`src/logic/memsys_pkg.sv`:
```
package memsys_pkg;

    // upper address bits 31:12 that select the i/o page
    localparam logic [19:0] mmio_page = 20'haaaaa;

    // device offsets inside the i/o page, address bits 11:0
    localparam logic [11:0] uart_data_off = 12'h400;
    // status byte holds tx_full in bit1 and rx_data_present in bit0
    localparam logic [11:0] uart_stat_off = 12'h404;
    localparam logic [11:0] disp_off = 12'h008;

    // shared ram depth in 32-bit words
    localparam int ram_words = 2048;
    // word index width, taken from address bits 12:2
    localparam int ram_idx_w = $clog2(ram_words);

    // data request from the core
    typedef struct packed {
        // read strobe, level
        logic        rea;
        // write strobe, level
        logic        wea;
        // lane enables, bit0 is the lowest byte
        logic [3:0]  byte_en;
        // byte address
        logic [31:0] addr;
        // store data, low byte or halfword for partial stores
        logic [31:0] wdata;
    } dmem_req_t;

    // strobes and data toward the peripherals
    typedef struct packed {
        // uart transmit write
        logic        tx_wen;
        // uart receive read, pops the rx fifo
        logic        rx_ren;
        // byte handed to the uart transmitter
        logic [7:0]  uart_din;
        // display register write
        logic        disp_wea;
        // full word for the display register
        logic [31:0] disp_dat;
    } mmio_out_t;

    // signals back from the peripherals
    typedef struct packed {
        // head of the uart receive fifo
        logic [7:0]  uart_dout;
        // transmitter cannot take another byte
        logic        tx_full;
        // at least one received byte waiting
        logic        rx_data_present;
    } mmio_in_t;

endpackage

```
`src/logic/mmio_decode.sv`:
```
`timescale 1ns/1ps

module mmio_decode (
    input  logic                  clk,
    input  logic                  rst,

    // request from the core
    input  memsys_pkg::dmem_req_t req,

    // aligned ram load word from lane_align
    input  logic [31:0]           load_word,

    // peripheral side
    input  memsys_pkg::mmio_in_t  mmio_i,

    // high for addresses below the i/o page
    output logic                  ram_sel,
    output memsys_pkg::mmio_out_t mmio_o,

    // load data back to the core
    output logic [31:0]           mem_dout
);

    import memsys_pkg::*;

    // address split
    logic [19:0] addr_hi;
    logic [11:0] addr_lo;

    // region and device hits
    logic mmio_region;
    logic uart_data_hit;
    logic uart_stat_hit;
    logic disp_hit;

    // registered readback select
    logic        uart_rd_q;
    logic [11:0] uart_off_q;

    assign addr_hi = req.addr[31:12];
    assign addr_lo = req.addr[11:0];

    // anything above the page belongs to neither target
    assign ram_sel     = (addr_hi < mmio_page);
    assign mmio_region = (addr_hi == mmio_page);

    assign uart_data_hit = mmio_region && (addr_lo == uart_data_off);
    assign uart_stat_hit = mmio_region && (addr_lo == uart_stat_off);
    assign disp_hit      = mmio_region && (addr_lo == disp_off);

    // peripheral strobes, same cycle as the request
    always_comb begin
        mmio_o = '0;
        if (uart_data_hit) begin
            mmio_o.tx_wen   = req.wea;
            mmio_o.rx_ren   = req.rea;
            mmio_o.uart_din = req.wdata[7:0];
        end
        if (disp_hit) begin
            mmio_o.disp_wea = req.wea;
            mmio_o.disp_dat = req.wdata;
        end
    end

    // remember a uart load for the next cycle
    always_ff @(posedge clk) begin
        if (rst) begin
            uart_rd_q <= 1'b0;
        end else begin
            uart_rd_q <= req.rea && (uart_data_hit || uart_stat_hit);
        end
    end

    // offset only matters while uart_rd_q is high
    always_ff @(posedge clk) begin
        if (uart_data_hit || uart_stat_hit) begin
            uart_off_q <= addr_lo;
        end
    end

    // readback mux
    // uart values are live, sampled in the cycle after the load
    always_comb begin
        if (!uart_rd_q) begin
            mem_dout = load_word;
        end else if (uart_off_q == uart_stat_off) begin
            mem_dout = {30'h0, mmio_i.tx_full, mmio_i.rx_data_present};
        end else begin
            mem_dout = {24'h0, mmio_i.uart_dout};
        end
    end

endmodule

```
`config.mk`:
```
export PLATFORM = sky130hd
export DESIGN_NAME = mmio_decode
export DESIGN_NICKNAME = d
export VERILOG_FILES = /design/src/logic/memsys_pkg.sv /design/src/logic/mmio_decode.sv
export SDC_FILE = /design/constraint.sdc
export NUM_CORES = 1
export LEC_CHECK = 0
export BUFFER_PORTS_ARGS = -buffer_cell sky130_fd_sc_hd__buf_2
export CORE_AREA = 4 4 72 74
export CTS_BUF_LIST = sky130_fd_sc_hd__clkbuf_8
export CTS_CLUSTER_DIAMETER = 120
export DETAILED_ROUTE_END_ITERATION = 16
export DIE_AREA = 0 0 76 78
export HOLD_SLACK_MARGIN = 0.02
export MAX_ROUTING_LAYER = met4
export PLACE_DENSITY = 0.77
export SYNTH_ARGS = -nofsm -noshare
export SYNTH_HDL_FRONTEND = slang
export SYNTH_SLANG_ARGS = --single-unit
```
`constraint.sdc`:
```
create_clock -name clk -period 5.39 [get_ports clk]
set_clock_uncertainty 0.1 [all_clocks]
set_input_delay 0.2695 -clock clk [delete_from_list [all_inputs] [get_ports clk]]
set_output_delay 0.2695 -clock clk [all_outputs]
set_load 0.01 [all_outputs]
```
==> reports/results.ini <==
[status]
status = finished, final reports clean

[logic_synthesis]
synth_nets = 259
synth_edf_count = 12
synth.most_common_cell = and2_1
synth_top_area_share = 0.279
synth-seq-cells = 13
ys_async_sr_fraction = 0
netlist_instances = 145
syn_area_per_cell_um2 = 8.90
yosys_warnings = 0
ys_types = 28
synth_area_um2 = 1290
synth-seq-area-share = 0.295
synthTopCellsByArea = edfxtp_1, and2_1, nor2b_1
synth_commonest_cells = and2_1, nor2b_1, edfxtp_1
synthFlopType = edfxtp_1
yosysTopAreaCell = edfxtp_1

[place]
io_buffers = 185
dp_hpwl_um = 4220
place.gp.congestion = 0.808
place_ws_ns = 2.53
postPlaceCellArea_um2 = 2240

[setup_path]
critPathCaptureType = output port
max_stage_delay_ns = 0.95
arrival_ns = 2.27
path_common_cell = buf_2
worst_ep_required_time_ns = 5.02
critical_path_class = in2out
path_cells = buf_2, nor4bb_1, nand4b_2, nor4_4, and2_1, buf_2
start_kind = input pin
slowest_stage = nor4_4
crit_fanout = 33

[grt]
gr-usage-met2 = 0.313
grt_max_degree = 41
grt_pass1_vias = 1851
met3_usage = 0.0348
grt_pass1_wl_um = 7920
antenna_found_initial = 0
grt_overflow_total = 0
groute.layer.met1.usage = 0.150
track_usage = 0.158
grt_busiest_layer = met2

[clock_tree]
cts_hold_buf = 0
cts_sinks = 13
htree_levels = 1
post_cts_buffers = 0
cts_tree = yes
clkTransAtPathRegs_ns = 0.05
numCtsBuffers = 3
clock_path_buffers = 2
ctsResizeCount = 0
cts-root-buf = clkbuf_8

[timing]
fin_crit_ns = 2.64
worst_pin_slew_ns = 1.19
rsz0062_at_grt = false
setup_slack_ns = 2.75
slew_viol_final = 0
maxSlewHeadroom = 0.209
setup_tns_ns = 0
setup_viol = 0
finalHoldViolations = 0
period_share = 0.489
fmax_mhz = 379

[floorplanning]
die_area_um2 = 5930
pin_count = 190
start_util = 0.281
coreArea_um2 = 4600
die_x_um = 76
row_count = 25
dieHeight_um = 78

[finish]
design_area_um2 = 2290
area_growth_syn_to_layout_pct = 77.4
drive_gt1_frac = 0.625
final_nets = 438
fillers = 456
final_util = 0.498
num_antenna_cells = 0

[min_path]
hold_depth = 2
hp-class = in2reg
whs_endpoint = uart_rd_q
min_from = rst

[route]
antenna_left = 0
vias_per_cell = 4.63
wl_um = 4840
post_drt_wl_per_cell_um = 12.8
num_vias = 1744
dr.pass1.iters = 4
detail_route.iter0.violations = 25
route.detailed.drc = 0

[power]
p_leak_nw = 1.28
powerDensity_nw_per_um2 = 120
ir_drop_v = 0.0000685

[run]
drv_cap = 0

[state kept, by name, summed over array words and instances (netlist names)]
name,flops
uart_rd_q,1
uart_off_q,12
[final cells by class]
type                       instances  area, um2  share of cell area
clock buffer                       3       41.3              0.0180
clock inverter                     1       3.75             0.00164
inverter                           9       33.8              0.0148
multi-input combinational        112        836               0.365
sequential                        13        380               0.166
tap                               54       67.6              0.0295
timing repair buffer             185        926               0.405
[cell usage in the layout, fill, tap and decap left out, types with 2 or more instances in the layout]
master / count
a21oi_1: 6
and2_1: 33
and3_1: 2
buf_2: 185
clkbuf_8: 3
edfxtp_1: 12
inv_1: 10
mux2i_1: 2
nand2_1: 6
nor2_1: 4
nor2b_1: 24
nor4_1: 4
nor4b_1: 3
nor4b_2: 8
nor4b_4: 2
nor4bb_1: 2
o22ai_1: 6
o32ai_1: 2
[worst max-delay path, delay by kind of cell]
kind                   cells  cell delay [ns]
AND/OR/NAND/NOR            4             1.76
buffers and inverters      2             0.24
[power breakdown]
group / switching (mW) / total (mW) / internal [mW] / leakage (nW)
Clock: 0.0313 / 0.0813 / 0.0500 / 0.0269
Combinational: 0.0348 / 0.0821 / 0.0473 / 1.14
Sequential: 0.0000000000515 / 0.110 / 0.110 / 0.116
Total: 0.0661 / 0.274 / 0.207 / 1.28
[metrics by stage]
stage	hold WS, ns	cells	total power [mW]
finish	0.116	377	0.274
global route	0.115	377	0.289
CTS	0.115	377	0.277
detailed placement	0.363	373	0.195
global placement	0.361	373	0.194
floorplan	0.241	145	0.140
[routing by layer]
layer | share of wire | wire (um)
met1 | 0.34 | 1640
met2 | 0.54 | 2610
met3 | 0.11 | 541
met4 | 0.0081 | 39
met5 | 0 | 0
[cells by family (layout without fill, tap and decap cells)]
kind of cell           after synthesis  count (layout)  share of synthesized area
AO/OA/AOI/OAI                       15              15                     0.0737
buffers and inverters               20             198                     0.0640
flip-flops                          13              13                      0.295
multiplexers                         2               2                     0.0155
AND/OR/NAND/NOR                     95              95                      0.552
[worst max-delay path by stage]
stage             from            end  slack [ns]  cells after the start
2_1_floorplan  req[52]  uart_off_q[0]        2.94                      5
3_3_place_gp   req[50]  uart_off_q[8]        2.59                      5
3_5_place_dp   req[50]  uart_off_q[6]        2.53                      5
4_1_cts        req[50]      mmio_o[8]        2.69                      6
5_1_grt        req[50]      mmio_o[8]        2.33                      6
6_report       req[50]      mmio_o[8]        2.75                      6
(Power assumes the default switching activity.)
