`src/logic/memsys_pkg.sv`:
```
package memsys_pkg;

    // upper address bits 31:12 that select the i/o page
    localparam logic [19:0] mmio_page = 20'haaaaa;

    // device offsets inside the i/o page, address bits 11:0
    localparam logic [11:0] uart_data_off = 12'h400;
    // status byte holds tx_full in bit1 and rx_data_present in bit0
    localparam logic [11:0] uart_stat_off = 12'h404;
    localparam logic [11:0] disp_off = 12'h008;

    // shared ram depth in 32-bit words
    localparam int ram_words = 2048;
    // word index width, taken from address bits 12:2
    localparam int ram_idx_w = $clog2(ram_words);

    // data request from the core
    typedef struct packed {
        // read strobe, level
        logic        rea;
        // write strobe, level
        logic        wea;
        // lane enables, bit0 is the lowest byte
        logic [3:0]  byte_en;
        // byte address
        logic [31:0] addr;
        // store data, low byte or halfword for partial stores
        logic [31:0] wdata;
    } dmem_req_t;

    // strobes and data toward the peripherals
    typedef struct packed {
        // uart transmit write
        logic        tx_wen;
        // uart receive read, pops the rx fifo
        logic        rx_ren;
        // byte handed to the uart transmitter
        logic [7:0]  uart_din;
        // display register write
        logic        disp_wea;
        // full word for the display register
        logic [31:0] disp_dat;
    } mmio_out_t;

    // signals back from the peripherals
    typedef struct packed {
        // head of the uart receive fifo
        logic [7:0]  uart_dout;
        // transmitter cannot take another byte
        logic        tx_full;
        // at least one received byte waiting
        logic        rx_data_present;
    } mmio_in_t;

endpackage

```
`src/logic/lane_align.sv`:
```
`timescale 1ns/1ps

module lane_align (
    input  logic                  clk,
    input  logic                  rst,

    // request from the core
    input  memsys_pkg::dmem_req_t req,

    // raw word from ram port b, valid the cycle after a load
    input  logic [31:0]           ram_rdata,

    // store word with data moved to its lanes
    output logic [31:0]           store_word,

    // load word with the selected lanes at the bottom
    output logic [31:0]           load_word
);

    // lane enables of the last load
    logic [3:0] load_en_q;

    // store placement
    // byte stores take wdata[7:0], halfword stores take wdata[15:0]
    always_comb begin
        case (req.byte_en)
            4'b0001: store_word = {24'h0, req.wdata[7:0]};
            4'b0010: store_word = {16'h0, req.wdata[7:0], 8'h0};
            4'b0100: store_word = {8'h0, req.wdata[7:0], 16'h0};
            4'b1000: store_word = {req.wdata[7:0], 24'h0};
            // halfword pairs
            4'b0011: store_word = {16'h0, req.wdata[15:0]};
            4'b0110: store_word = {8'h0, req.wdata[15:0], 8'h0};
            4'b1100: store_word = {req.wdata[15:0], 16'h0};
            // full word and any odd pattern
            default: store_word = req.wdata;
        endcase
    end

    // capture lane enables when a load is presented
    // cleared to zero, which extracts the whole word
    always_ff @(posedge clk) begin
        if (rst) begin
            load_en_q <= 4'b0000;
        end else if (req.rea) begin
            load_en_q <= req.byte_en;
        end
    end

    // load extraction one cycle later, zero extended
    always_comb begin
        case (load_en_q)
            4'b0001: load_word = {24'h0, ram_rdata[7:0]};
            4'b0010: load_word = {24'h0, ram_rdata[15:8]};
            4'b0100: load_word = {24'h0, ram_rdata[23:16]};
            4'b1000: load_word = {24'h0, ram_rdata[31:24]};
            // halfword pairs
            4'b0011: load_word = {16'h0, ram_rdata[15:0]};
            4'b0110: load_word = {16'h0, ram_rdata[23:8]};
            4'b1100: load_word = {16'h0, ram_rdata[31:16]};
            // full word
            default: load_word = ram_rdata;
        endcase
    end

    // back to back loads work because ram_rdata and load_en_q
    // advance together, one stage each

endmodule

```
`config.mk`:
```
export PLATFORM = sky130hd
export DESIGN_NAME = lane_align
export DESIGN_NICKNAME = d
export VERILOG_FILES = /design/src/logic/memsys_pkg.sv /design/src/logic/lane_align.sv
export SDC_FILE = /design/constraint.sdc
export NUM_CORES = 1
export LEC_CHECK = 0
export ABC_AREA = 1
export BUFFER_PORTS_ARGS = -buffer_cell sky130_fd_sc_hd__buf_2
export CAP_MARGIN = 20
export CELL_PAD_IN_SITES_DETAIL_PLACEMENT = 0
export CELL_PAD_IN_SITES_GLOBAL_PLACEMENT = 2
export CORE_MARGIN = 1
export CORE_UTILIZATION = 15
export DETAILED_ROUTE_END_ITERATION = 8
export PLACE_DENSITY_LB_ADDON = 0.2
export SKIP_CTS_REPAIR_TIMING = 1
export SLEW_MARGIN = 30
export SYNTH_ARGS = -nofsm -noshare
export SYNTH_HDL_FRONTEND = slang
export SYNTH_SLANG_ARGS = --single-unit
```
`constraint.sdc`:
```
create_clock -name clk -period 1.5 [get_ports clk]
set_clock_uncertainty 0.05 [all_clocks]
set_input_delay 0.3 -clock clk [delete_from_list [all_inputs] [get_ports clk]]
set_output_delay 0.3 -clock clk [all_outputs]
set_load 0.05 [all_outputs]
```
==> results of run 1 <==
-- path summary, 6_finish.rpt --
check	end	slack (ns)	start	cells past startpoint
max	load_word[16]	-0.32	load_en_q[0]	7
min	load_en_q[3]	0.23	rst	2
max reg2reg	load_en_q[3]	0.41	load_en_q[3]	6
min reg2reg	load_en_q[0]	0.49	load_en_q[0]	2
-- metrics by stage --
step                power, mW  cell area [µm²]  setup TNS, ns
global placement         1.97             3570         -14.62
CTS                      2.39             3650         -22.54
finish                   2.97             4790         -13.71
floorplan                1.40             2320          -2.50
global route             3.12             4790         -17.12
detailed placement       1.97             3570         -14.62
-- layer usage --
layer	GRT usage, %	share of wire, %	routed length (µm)
met3	1.78	4.1	393
met2	26.1	54	5130
met5	0	0	0
met4	2.22	0.26	25
met1	16.9	42	3990
-- report_power, final --
group	switching (mW)	internal [mW]	total, mW
clock	0.0709	0.340	0.411
sequential	0.0172	0.113	0.130
combinational	1.44	0.986	2.43
total	1.53	1.44	2.97
-- cell families after synthesis --
group,after synthesis,share of synthesized area [%]
buffers and inverters,90,21.2
flip-flops,4,4.37
AND/OR/NAND/NOR,292,72.4
AO/OA/AOI/OAI,6,2.05
-- worst reg2reg max path: cells and delay by family, from the launching register on --
family / cells / cell delay [ns]
buffers and inverters: 3 / 0.37
and+or+nand+nor: 2 / 0.07
DFF: 1 / 0.37
AOI/OAI and AO/OA: 1 / 0.11
-- cells in the final DEF (no fill, tap or decap), types with 10 or more instances in the layout --
cell type | Yosys | routed
nand2_2 | 5 | 24
buf_8 | 0 | 40
nor2_2 | 11 | 10
nand4_1 | 23 | 23
nand2_4 | 0 | 44
inv_1 | 71 | 57
buf_4 | 5 | 51
nand3_1 | 73 | 56
buf_2 | 7 | 67
nor2_4 | 4 | 21
buf_6 | 3 | 40
nand2_1 | 126 | 54
nand3_2 | 1 | 17
nor2_1 | 48 | 32
-- cell type report --
class / instances / area (µm²) / area share, %
inverters: 74 / 310 / 6.48
multi-input cells: 298 / 2130 / 44.4
well taps: 147 / 184 / 3.84
clock buffers: 3 / 75.1 / 1.57
flip-flops and latches: 4 / 95.1 / 1.98
repair buffers: 209 / 2000 / 41.7
==> impl_metrics.env, run 1 <==
export IMPL_largest_reg_flops=4
export IMPL_max_slew_margin_pct=81.9
export IMPL_area_growth_pct=161
export IMPL_layoutNonFillerInstCount=735
export IMPL_worstPathCellList="nor2_4 -> nand2_2 -> nand2_4 -> nand2_4 -> buf_12 -> nor2_4 -> buf_6"
export IMPL_core_area_um2=12000
export IMPL_layout_drive_gt1_share_pct=61.6
export IMPL_fin_nets=694
export IMPL_num_vias=3145
export IMPL_crit_path_end_kind="output port"
export IMPL_rsz0062_at_grt="true"
export IMPL_criticalPathCategory="register to output port"
export IMPL_utilization_pct=40.1
export IMPL_insertedDiodeCount=0
export IMPL_syn_avg_cell_area_um2=4.68
export IMPL_grt_max_degree=18
export IMPL_worst_slack_ns=-0.316
export IMPL_wl_per_cell_um=13.0
export IMPL_portBuffers=134
export IMPL_ios=168
export IMPL_synthCells=392
export IMPL_track_usage_pct=13.9
export IMPL_cp_top_family="simple AND/OR/NAND/NOR gates"
export IMPL_status="complete, but fails checks"
export IMPL_max_freq_ghz=0.551
export IMPL_syn_area_um2=1830
export IMPL_grt_pass1_wl_um=14400
export IMPL_drc_errors=0
export IMPL_power_density_nw_per_um2=620
export IMPL_floorplan_rows=40
export IMPL_crit_required_ns=1.15
export IMPL_finalWeightedCongestion=0.743
export IMPL_finalHoldWorstSlack_ns=0.229
export IMPL_first_pass_iters=4
export IMPL_viasPerCell=4.28
export IMPL_yosysMostFrequentCell="nand2_1"
export IMPL_synth_edf_count=0
export IMPL_synth_top_area_share_pct=25.8
export IMPL_critPathMaxFanout=11
export IMPL_cp_arrival_ns=1.47
export IMPL_finalCritPeriodShare_pct=121
export IMPL_dp_worst_setup_slack_ns=-0.388
export IMPL_die_h_um=113
export IMPL_synthArstFlopShare_pct=0
export IMPL_grt_overflow_total=0
export IMPL_cts_clk_slew_worst_paths_ns=0.03
export IMPL_nFillCells=1256
export IMPL_tightestPinTransition_ns=0.272
export IMPL_wirelength_um=9540
export IMPL_synth_top_area_cell="nand2_1"
export IMPL_drt_iter0_markers=74
export IMPL_cts_buffers=3
export IMPL_p_leak_nw=2.51
export IMPL_period_minus_slack_ns=1.82
export IMPL_grt_pass1_vias=2935
export IMPL_ys_flop_type="dfxtp_1"
export IMPL_cpPeakStageDelay_ns=0.36
export IMPL_ir_drop_mv=0.253
export IMPL_final_hold_viol_count=0
export IMPL_initial_utilization_pct=15.3
export IMPL_ys_warn_count=0
export IMPL_antenna_left=0
export IMPL_cts_max_level=1
export IMPL_antenna_found_initial=0
export IMPL_maxCapViolations=0
export IMPL_start_kind="register"
export IMPL_reg_top3="load_en_q x4"
export IMPL_ys_types=19
export IMPL_clkLatencyLatePin_ns=0.22
export IMPL_clock_path_buffers=2
export IMPL_numClockSinks=4
export IMPL_slew_viol_final=0
export IMPL_syn_nets=496
export IMPL_path_buf_inv=2
export IMPL_setup_violations=64
export IMPL_root_buffer="clkbuf_16"
export IMPL_cts_tree="done"
export IMPL_die_w_um=113
export IMPL_hp_class="primary input to register"
export IMPL_synthTopCellsByCount="nand2_1 (126), nand3_1 (73), inv_1 (71), nor2_1 (48), nand4_1 (23)"
export IMPL_ys_seq_elements=4
export IMPL_yosys_top_cells_area="nand2_1 (26%), nand3_1 (20%), inv_1 (15%)"
export IMPL_slowest_stage="dfxtp_4"
export IMPL_yosysSeqAreaShare_pct=4.37
export IMPL_hpwl_um=7370
export IMPL_top_register="load_en_q"
export IMPL_violations="negative setup slack"
export IMPL_dieArea_um2=12700
export IMPL_dp_cells=720
Note: power is estimated with default switching activity, not from simulation.
==> run 2: changes to the inputs <==
==> constraint.sdc (replaced) <==
create_clock -name clk -period 1.7 [get_ports clk]
set_clock_uncertainty 0.05 [all_clocks]
set_input_delay 0.34 -clock clk [delete_from_list [all_inputs] [get_ports clk]]
set_output_delay 0.34 -clock clk [all_outputs]
set_load 0.05 [all_outputs]
==> run 2 against run 1 <==
  * The flow still finishes with violations (negative setup slack)
  * Critical path depth unchanged
  * Setup slack better by 0.19 ns
  * Die area unchanged
  * Non-clock buffer count down 18
==> impl_metrics.env, run 2 (synthesized netlist as in run 1, its figures left out) <==
export IMPL_grt_pass1_wl_um=13600
export IMPL_clock_path_buffers=2
export IMPL_max_freq_ghz=0.547
export IMPL_power_density_nw_per_um2=576
export IMPL_root_buffer="clkbuf_16"
export IMPL_cp_top_family="simple AND/OR/NAND/NOR gates"
export IMPL_maxCapViolations=0
export IMPL_grt_pass1_vias=2669
export IMPL_worstPathCellList="nor2_4 -> nand2_2 -> nand2_4 -> nand2_8 -> clkbuf_16 -> nor2_4 -> buf_6"
export IMPL_drc_errors=0
export IMPL_antenna_found_initial=0
export IMPL_fin_nets=676
export IMPL_period_minus_slack_ns=1.83
export IMPL_start_kind="register"
export IMPL_slowest_stage="dfxtp_4"
export IMPL_grt_overflow_total=0
export IMPL_reg_top3="load_en_q x4"
export IMPL_die_w_um=113
export IMPL_cts_tree="done"
export IMPL_drt_iter0_markers=105
export IMPL_power_frac_seq_pct=4.5
export IMPL_cts_buffers=3
export IMPL_die_h_um=113
export IMPL_criticalPathCategory="register to output port"
export IMPL_core_area_um2=12000
export IMPL_swShare_pct=51.8
export IMPL_first_pass_iters=4
export IMPL_nFillCells=1341
export IMPL_crit_top_cell="nor2_4"
export IMPL_tightestPinTransition_ns=0.213
export IMPL_layout_common_cells="nand2_1 (69), buf_2 (66), inv_1 (60), nand3_1 (57), nand2_2 (48)"
export IMPL_slew_viol_final=0
export IMPL_ir_drop_mv=0.291
export IMPL_ios=168
export IMPL_rsz0062_at_grt="true"
export IMPL_numClockSinks=4
export IMPL_max_slew_margin_pct=85.8
export IMPL_viasPerCell=4.32
export IMPL_num_vias=3094
export IMPL_area_growth_pct=135
export IMPL_crit_path_end_kind="output port"
export IMPL_clkLatencyLatePin_ns=0.22
export IMPL_worst_slack_ns=-0.127
export IMPL_portBuffers=134
export IMPL_status="complete, but fails checks"
export IMPL_pwr_share_comb_pct=80.7
export IMPL_final_common_cell="nand2_1"
export IMPL_layout_drive_gt1_share_pct=57.5
export IMPL_finalHoldWorstSlack_ns=0.285
export IMPL_p_switching_mw=1.28
export IMPL_floorplan_rows=40
export IMPL_cts_clk_slew_worst_paths_ns=0.03
export IMPL_hpwl_um=7300
export IMPL_largest_reg_flops=4
export IMPL_antenna_left=0
export IMPL_path_buf_inv=2
export IMPL_cpPeakStageDelay_ns=0.36
export IMPL_track_usage_pct=13.3
export IMPL_cts_max_level=1
export IMPL_violations="negative setup slack"
export IMPL_crit_required_ns=1.31
export IMPL_wirelength_um=9420
export IMPL_finalPower_mw=2.48
export IMPL_finalCritPeriodShare_pct=107
export IMPL_grt_max_degree=23
export IMPL_dieArea_um2=12700
export IMPL_hp_class="primary input to register"
export IMPL_p_int_mw=1.19
export IMPL_wl_per_cell_um=13.1
export IMPL_p_leak_nw=2.28
export IMPL_critPathMaxFanout=5
export IMPL_insertedDiodeCount=0
export IMPL_setup_violations=32
export IMPL_p_clk_share_pct=14.8
export IMPL_final_hold_viol_count=0
export IMPL_finalWeightedCongestion=0.779
export IMPL_initial_utilization_pct=15.3
export IMPL_cp_arrival_ns=1.44
export IMPL_top_register="load_en_q"
==> run 2: cell count changes in the layout (fill, tap and decap cells not counted), moves of 3 or more <==
cell      delta
nor2_1       -3
nand2_8      -8
nand2_1     +15
nand2_4     -31
nor2_2       +5
inv_1        +3
inv_2        -3
clkbuf_4     +4
buf_4       -15
nand2_2     +24
buf_8        -3
==> run 2: worst register-to-register path: stages, from the launching register on <==
cell and delay [ns]:
dfxtp_2 0.33, buf_6 0.14, inv_2 0.08, buf_6 0.15
nor2_1 0.05, a21oi_1 0.11, nor2_1 0.05
==> run 2: cell type report <==
type	instances	area (µm²)	area share, %
Clock buffer	3	75.1	1.74
Tap cell	147	184	4.27
Sequential cell	4	92.6	2.15
Timing Repair Buffer	191	1830	42.5
Inverter	74	310	7.21
Multi-Input combinational cell	298	1810	42.1
==> run 2: final timing paths <==
check | startpoint | to | slack [ns] | cells past startpoint
hold / removal | rst | load_en_q[0] | 0.28 | 2
hold reg to reg | load_en_q[0] | load_en_q[0] | 0.48 | 2
setup / recovery | load_en_q[1] | load_word[25] | -0.13 | 7
setup reg to reg | load_en_q[3] | load_en_q[3] | 0.63 | 6
==> run 2: per-stage QoR <==
step | cells | setup WS (ns) | util (%) | cell area (µm²) | TNS (ns)
2_1_floorplan | 392 | -0.187 | - | 2010 | -1.12
3_3_place_gp | 708 | -0.0876 | 27.0 | 3230 | -2.31
3_5_place_dp | 708 | -0.0889 | 27.0 | 3230 | -2.20
4_1_cts | 711 | -0.263 | 27.6 | 3300 | -9.76
5_1_grt | 717 | -0.186 | 36.0 | 4300 | -6.02
6_report | 717 | -0.127 | 36.0 | 4300 | -3.16
==> run 2: per-layer routing <==
metal / up-vias / global-route usage [%] / part of all wire [%]
met5: - / 0 / 0
met4: 0 / 2.13 / 0.65
met3: 6 / 1.94 / 4.8
met2: 83 / 21.6 / 48
met1: 1425 / 18.7 / 47
li1: 1580 / - / -
==> run 2: power groups by stage <==
stage | combinational, mW | sequential [mW] | clock (mW)
5_1_grt | 2.11 | 0.113 | 0.382
2_1_floorplan | 1.02 | 0.109 | 0
3_5_place_dp | 1.54 | 0.110 | 0
3_3_place_gp | 1.54 | 0.109 | 0
4_1_cts | 1.54 | 0.108 | 0.371
6_report | 2.00 | 0.112 | 0.367
==> run 3: changes to the inputs <==
--- a/config.mk
+++ b/config.mk
@@ -14,6 +14,7 @@
 export CORE_UTILIZATION = 15
 export DETAILED_ROUTE_END_ITERATION = 8
 export PLACE_DENSITY_LB_ADDON = 0.2
+export REMOVE_ABC_BUFFERS = 1
 export SKIP_CTS_REPAIR_TIMING = 1
 export SLEW_MARGIN = 30
 export SYNTH_ARGS = -nofsm -noshare
==> run 3 against run 2 <==
  * The run still ends with negative setup slack left
  * Sequential power is essentially flat
  * Combinational power shrank 6%
  * Sequential share of layout area grew 0.17 points
  * First-iteration DRC count shrank 4.8%
  * Count of clock-buffer cells in the layout is the same
  * Non-clock buffer count shrank 6
  * Critical path depth is the same
  * Via count is essentially flat
  * Utilization shrank 1.8 points
  * Sequential cell count is the same
==> impl_metrics.env, run 3 (synthesized netlist as in run 1, its figures left out) <==
export IMPL_reg_top3="load_en_q x4"
export IMPL_viasPerCell=4.35
export IMPL_drt_iter0_markers=100
export IMPL_ios=168
export IMPL_final_common_cell="nand2_1"
export IMPL_antenna_left=0
export IMPL_num_vias=3095
export IMPL_initial_utilization_pct=15.3
export IMPL_cpPeakStageDelay_ns=0.35
export IMPL_violations="negative setup slack"
export IMPL_cp_arrival_ns=1.46
export IMPL_tightestPinTransition_ns=0.342
export IMPL_slowest_stage="dfxtp_4"
export IMPL_track_usage_pct=13.3
export IMPL_grt_pass1_wl_um=13600
export IMPL_area_growth_pct=123
export IMPL_r2r_setup_slack_ns=0.63
export IMPL_die_h_um=113
export IMPL_design_area_um2=4090
export IMPL_top_register="load_en_q"
export IMPL_rsz0062_at_grt="true"
export IMPL_dr_wl_met3_um=416
export IMPL_max_slew_margin_pct=77.2
export IMPL_cts_max_level=1
export IMPL_die_w_um=113
export IMPL_layout_drive_gt1_share_pct=53.0
export IMPL_root_buffer="clkbuf_16"
export IMPL_cts_tree="done"
export IMPL_insertedDiodeCount=0
export IMPL_finalWeightedCongestion=0.751
export IMPL_clock_path_buffers=2
export IMPL_clkLatencyLatePin_ns=0.22
export IMPL_grt_overflow_total=0
export IMPL_floorplan_rows=40
export IMPL_cp_top_family="simple AND/OR/NAND/NOR gates"
export IMPL_criticalPathCategory="register to output port"
export IMPL_wl_met2_um=4910
export IMPL_maxCapViolations=0
export IMPL_slew_viol_final=0
export IMPL_hp_class="primary input to register"
export IMPL_crit_top_cell="nand2_2"
export IMPL_first_pass_iters=5
export IMPL_wirelength_um=9430
export IMPL_path_buf_inv=2
export IMPL_portBuffers=134
export IMPL_dieArea_um2=12700
export IMPL_worst_slack_ns=-0.146
export IMPL_dp_worst_setup_slack_ns=-0.137
export IMPL_numClockSinks=4
export IMPL_crit_path_end_kind="output port"
export IMPL_power_density_nw_per_um2=576
export IMPL_grt_pass1_vias=2716
export IMPL_nFillCells=1314
export IMPL_max_freq_ghz=0.542
export IMPL_layoutNonFillerInstCount=711
export IMPL_finalCritPeriodShare_pct=109
export IMPL_wl_met1_um=4060
export IMPL_hpwl_um=6970
export IMPL_worstPathCellList="nor2_4 -> nand2_1 -> nand2_2 -> nand2_2 -> buf_12 -> nor2_2 -> buf_6"
export IMPL_start_kind="register"
export IMPL_setup_violations=37
export IMPL_antenna_found_initial=0
export IMPL_dp_cells=698
export IMPL_cts_clk_slew_worst_paths_ns=0.03
export IMPL_utilization_pct=34.2
export IMPL_ir_drop_mv=0.232
export IMPL_p_leak_nw=2.26
export IMPL_drc_errors=0
export IMPL_cts_buffers=3
export IMPL_critPathMaxFanout=16
export IMPL_final_hold_viol_count=0
export IMPL_wl_per_cell_um=13.3
export IMPL_finalHoldWorstSlack_ns=0.275
export IMPL_status="complete, but fails checks"
export IMPL_top_layer="met4"
export IMPL_placed_cell_area_um2=2970
export IMPL_core_area_um2=12000
export IMPL_finalPower_mw=2.35
export IMPL_crit_required_ns=1.31
export IMPL_layout_common_cells="nand2_1 (84), inv_1 (66), buf_2 (66), nand3_1 (56), buf_6 (53)"
export IMPL_tns_ns=-3.50
export IMPL_fin_nets=670
export IMPL_largest_reg_flops=4
export IMPL_period_minus_slack_ns=1.85
export IMPL_grt_max_degree=17
[run 3: changes by cell type in the layout (fill, tap and decap cells not counted), sizes merged]
cell,change
clkinvlp,-7
inv,+7
buf,-3
clkbuf,-3
[run 3: power by group]
group	total, mW	switching (mW)	internal (mW)
Combinational	1.88	1.16	0.715
Clock	0.365	0.0642	0.300
Sequential	0.111	0.0113	0.0994
Total	2.35	1.24	1.11
[run 3: layout make-up]
class                   count  area [µm²]  share of cell area (%)
clock buffers               3        75.1                    1.84
inverters                  74         289                    7.07
repair buffers            185        1700                    41.5
well taps                 147         184                    4.50
multi-input cells         298        1750                    42.7
flip-flops and latches      4        95.1                    2.33
[run 3: final timing paths]
path	to	depth (start not counted)	start
worst max-delay path	load_word[28]	7	load_en_q[1]
worst min-delay path	load_en_q[3]	2	rst
worst max register to register	load_en_q[3]	6	load_en_q[3]
worst min register to register	load_en_q[2]	2	load_en_q[2]
[run 3: worst register-to-register path: stages, from the launching register on]
cell,delay [ns]
dfxtp_4,0.35
buf_4,0.13
inv_2,0.05
buf_4,0.17
nor2_1,0.05
a21oi_1,0.11
nor2_1,0.05
[run 3: routing by layer]
| layer | vias to the layer above | track usage [%] |
|---|---|---|
| li1 | 1568 | - |
| met1 | 1438 | 16.2 |
| met2 | 87 | 25.1 |
| met3 | 2 | 2.05 |
| met4 | 0 | 1.33 |
| met5 | - | 0 |
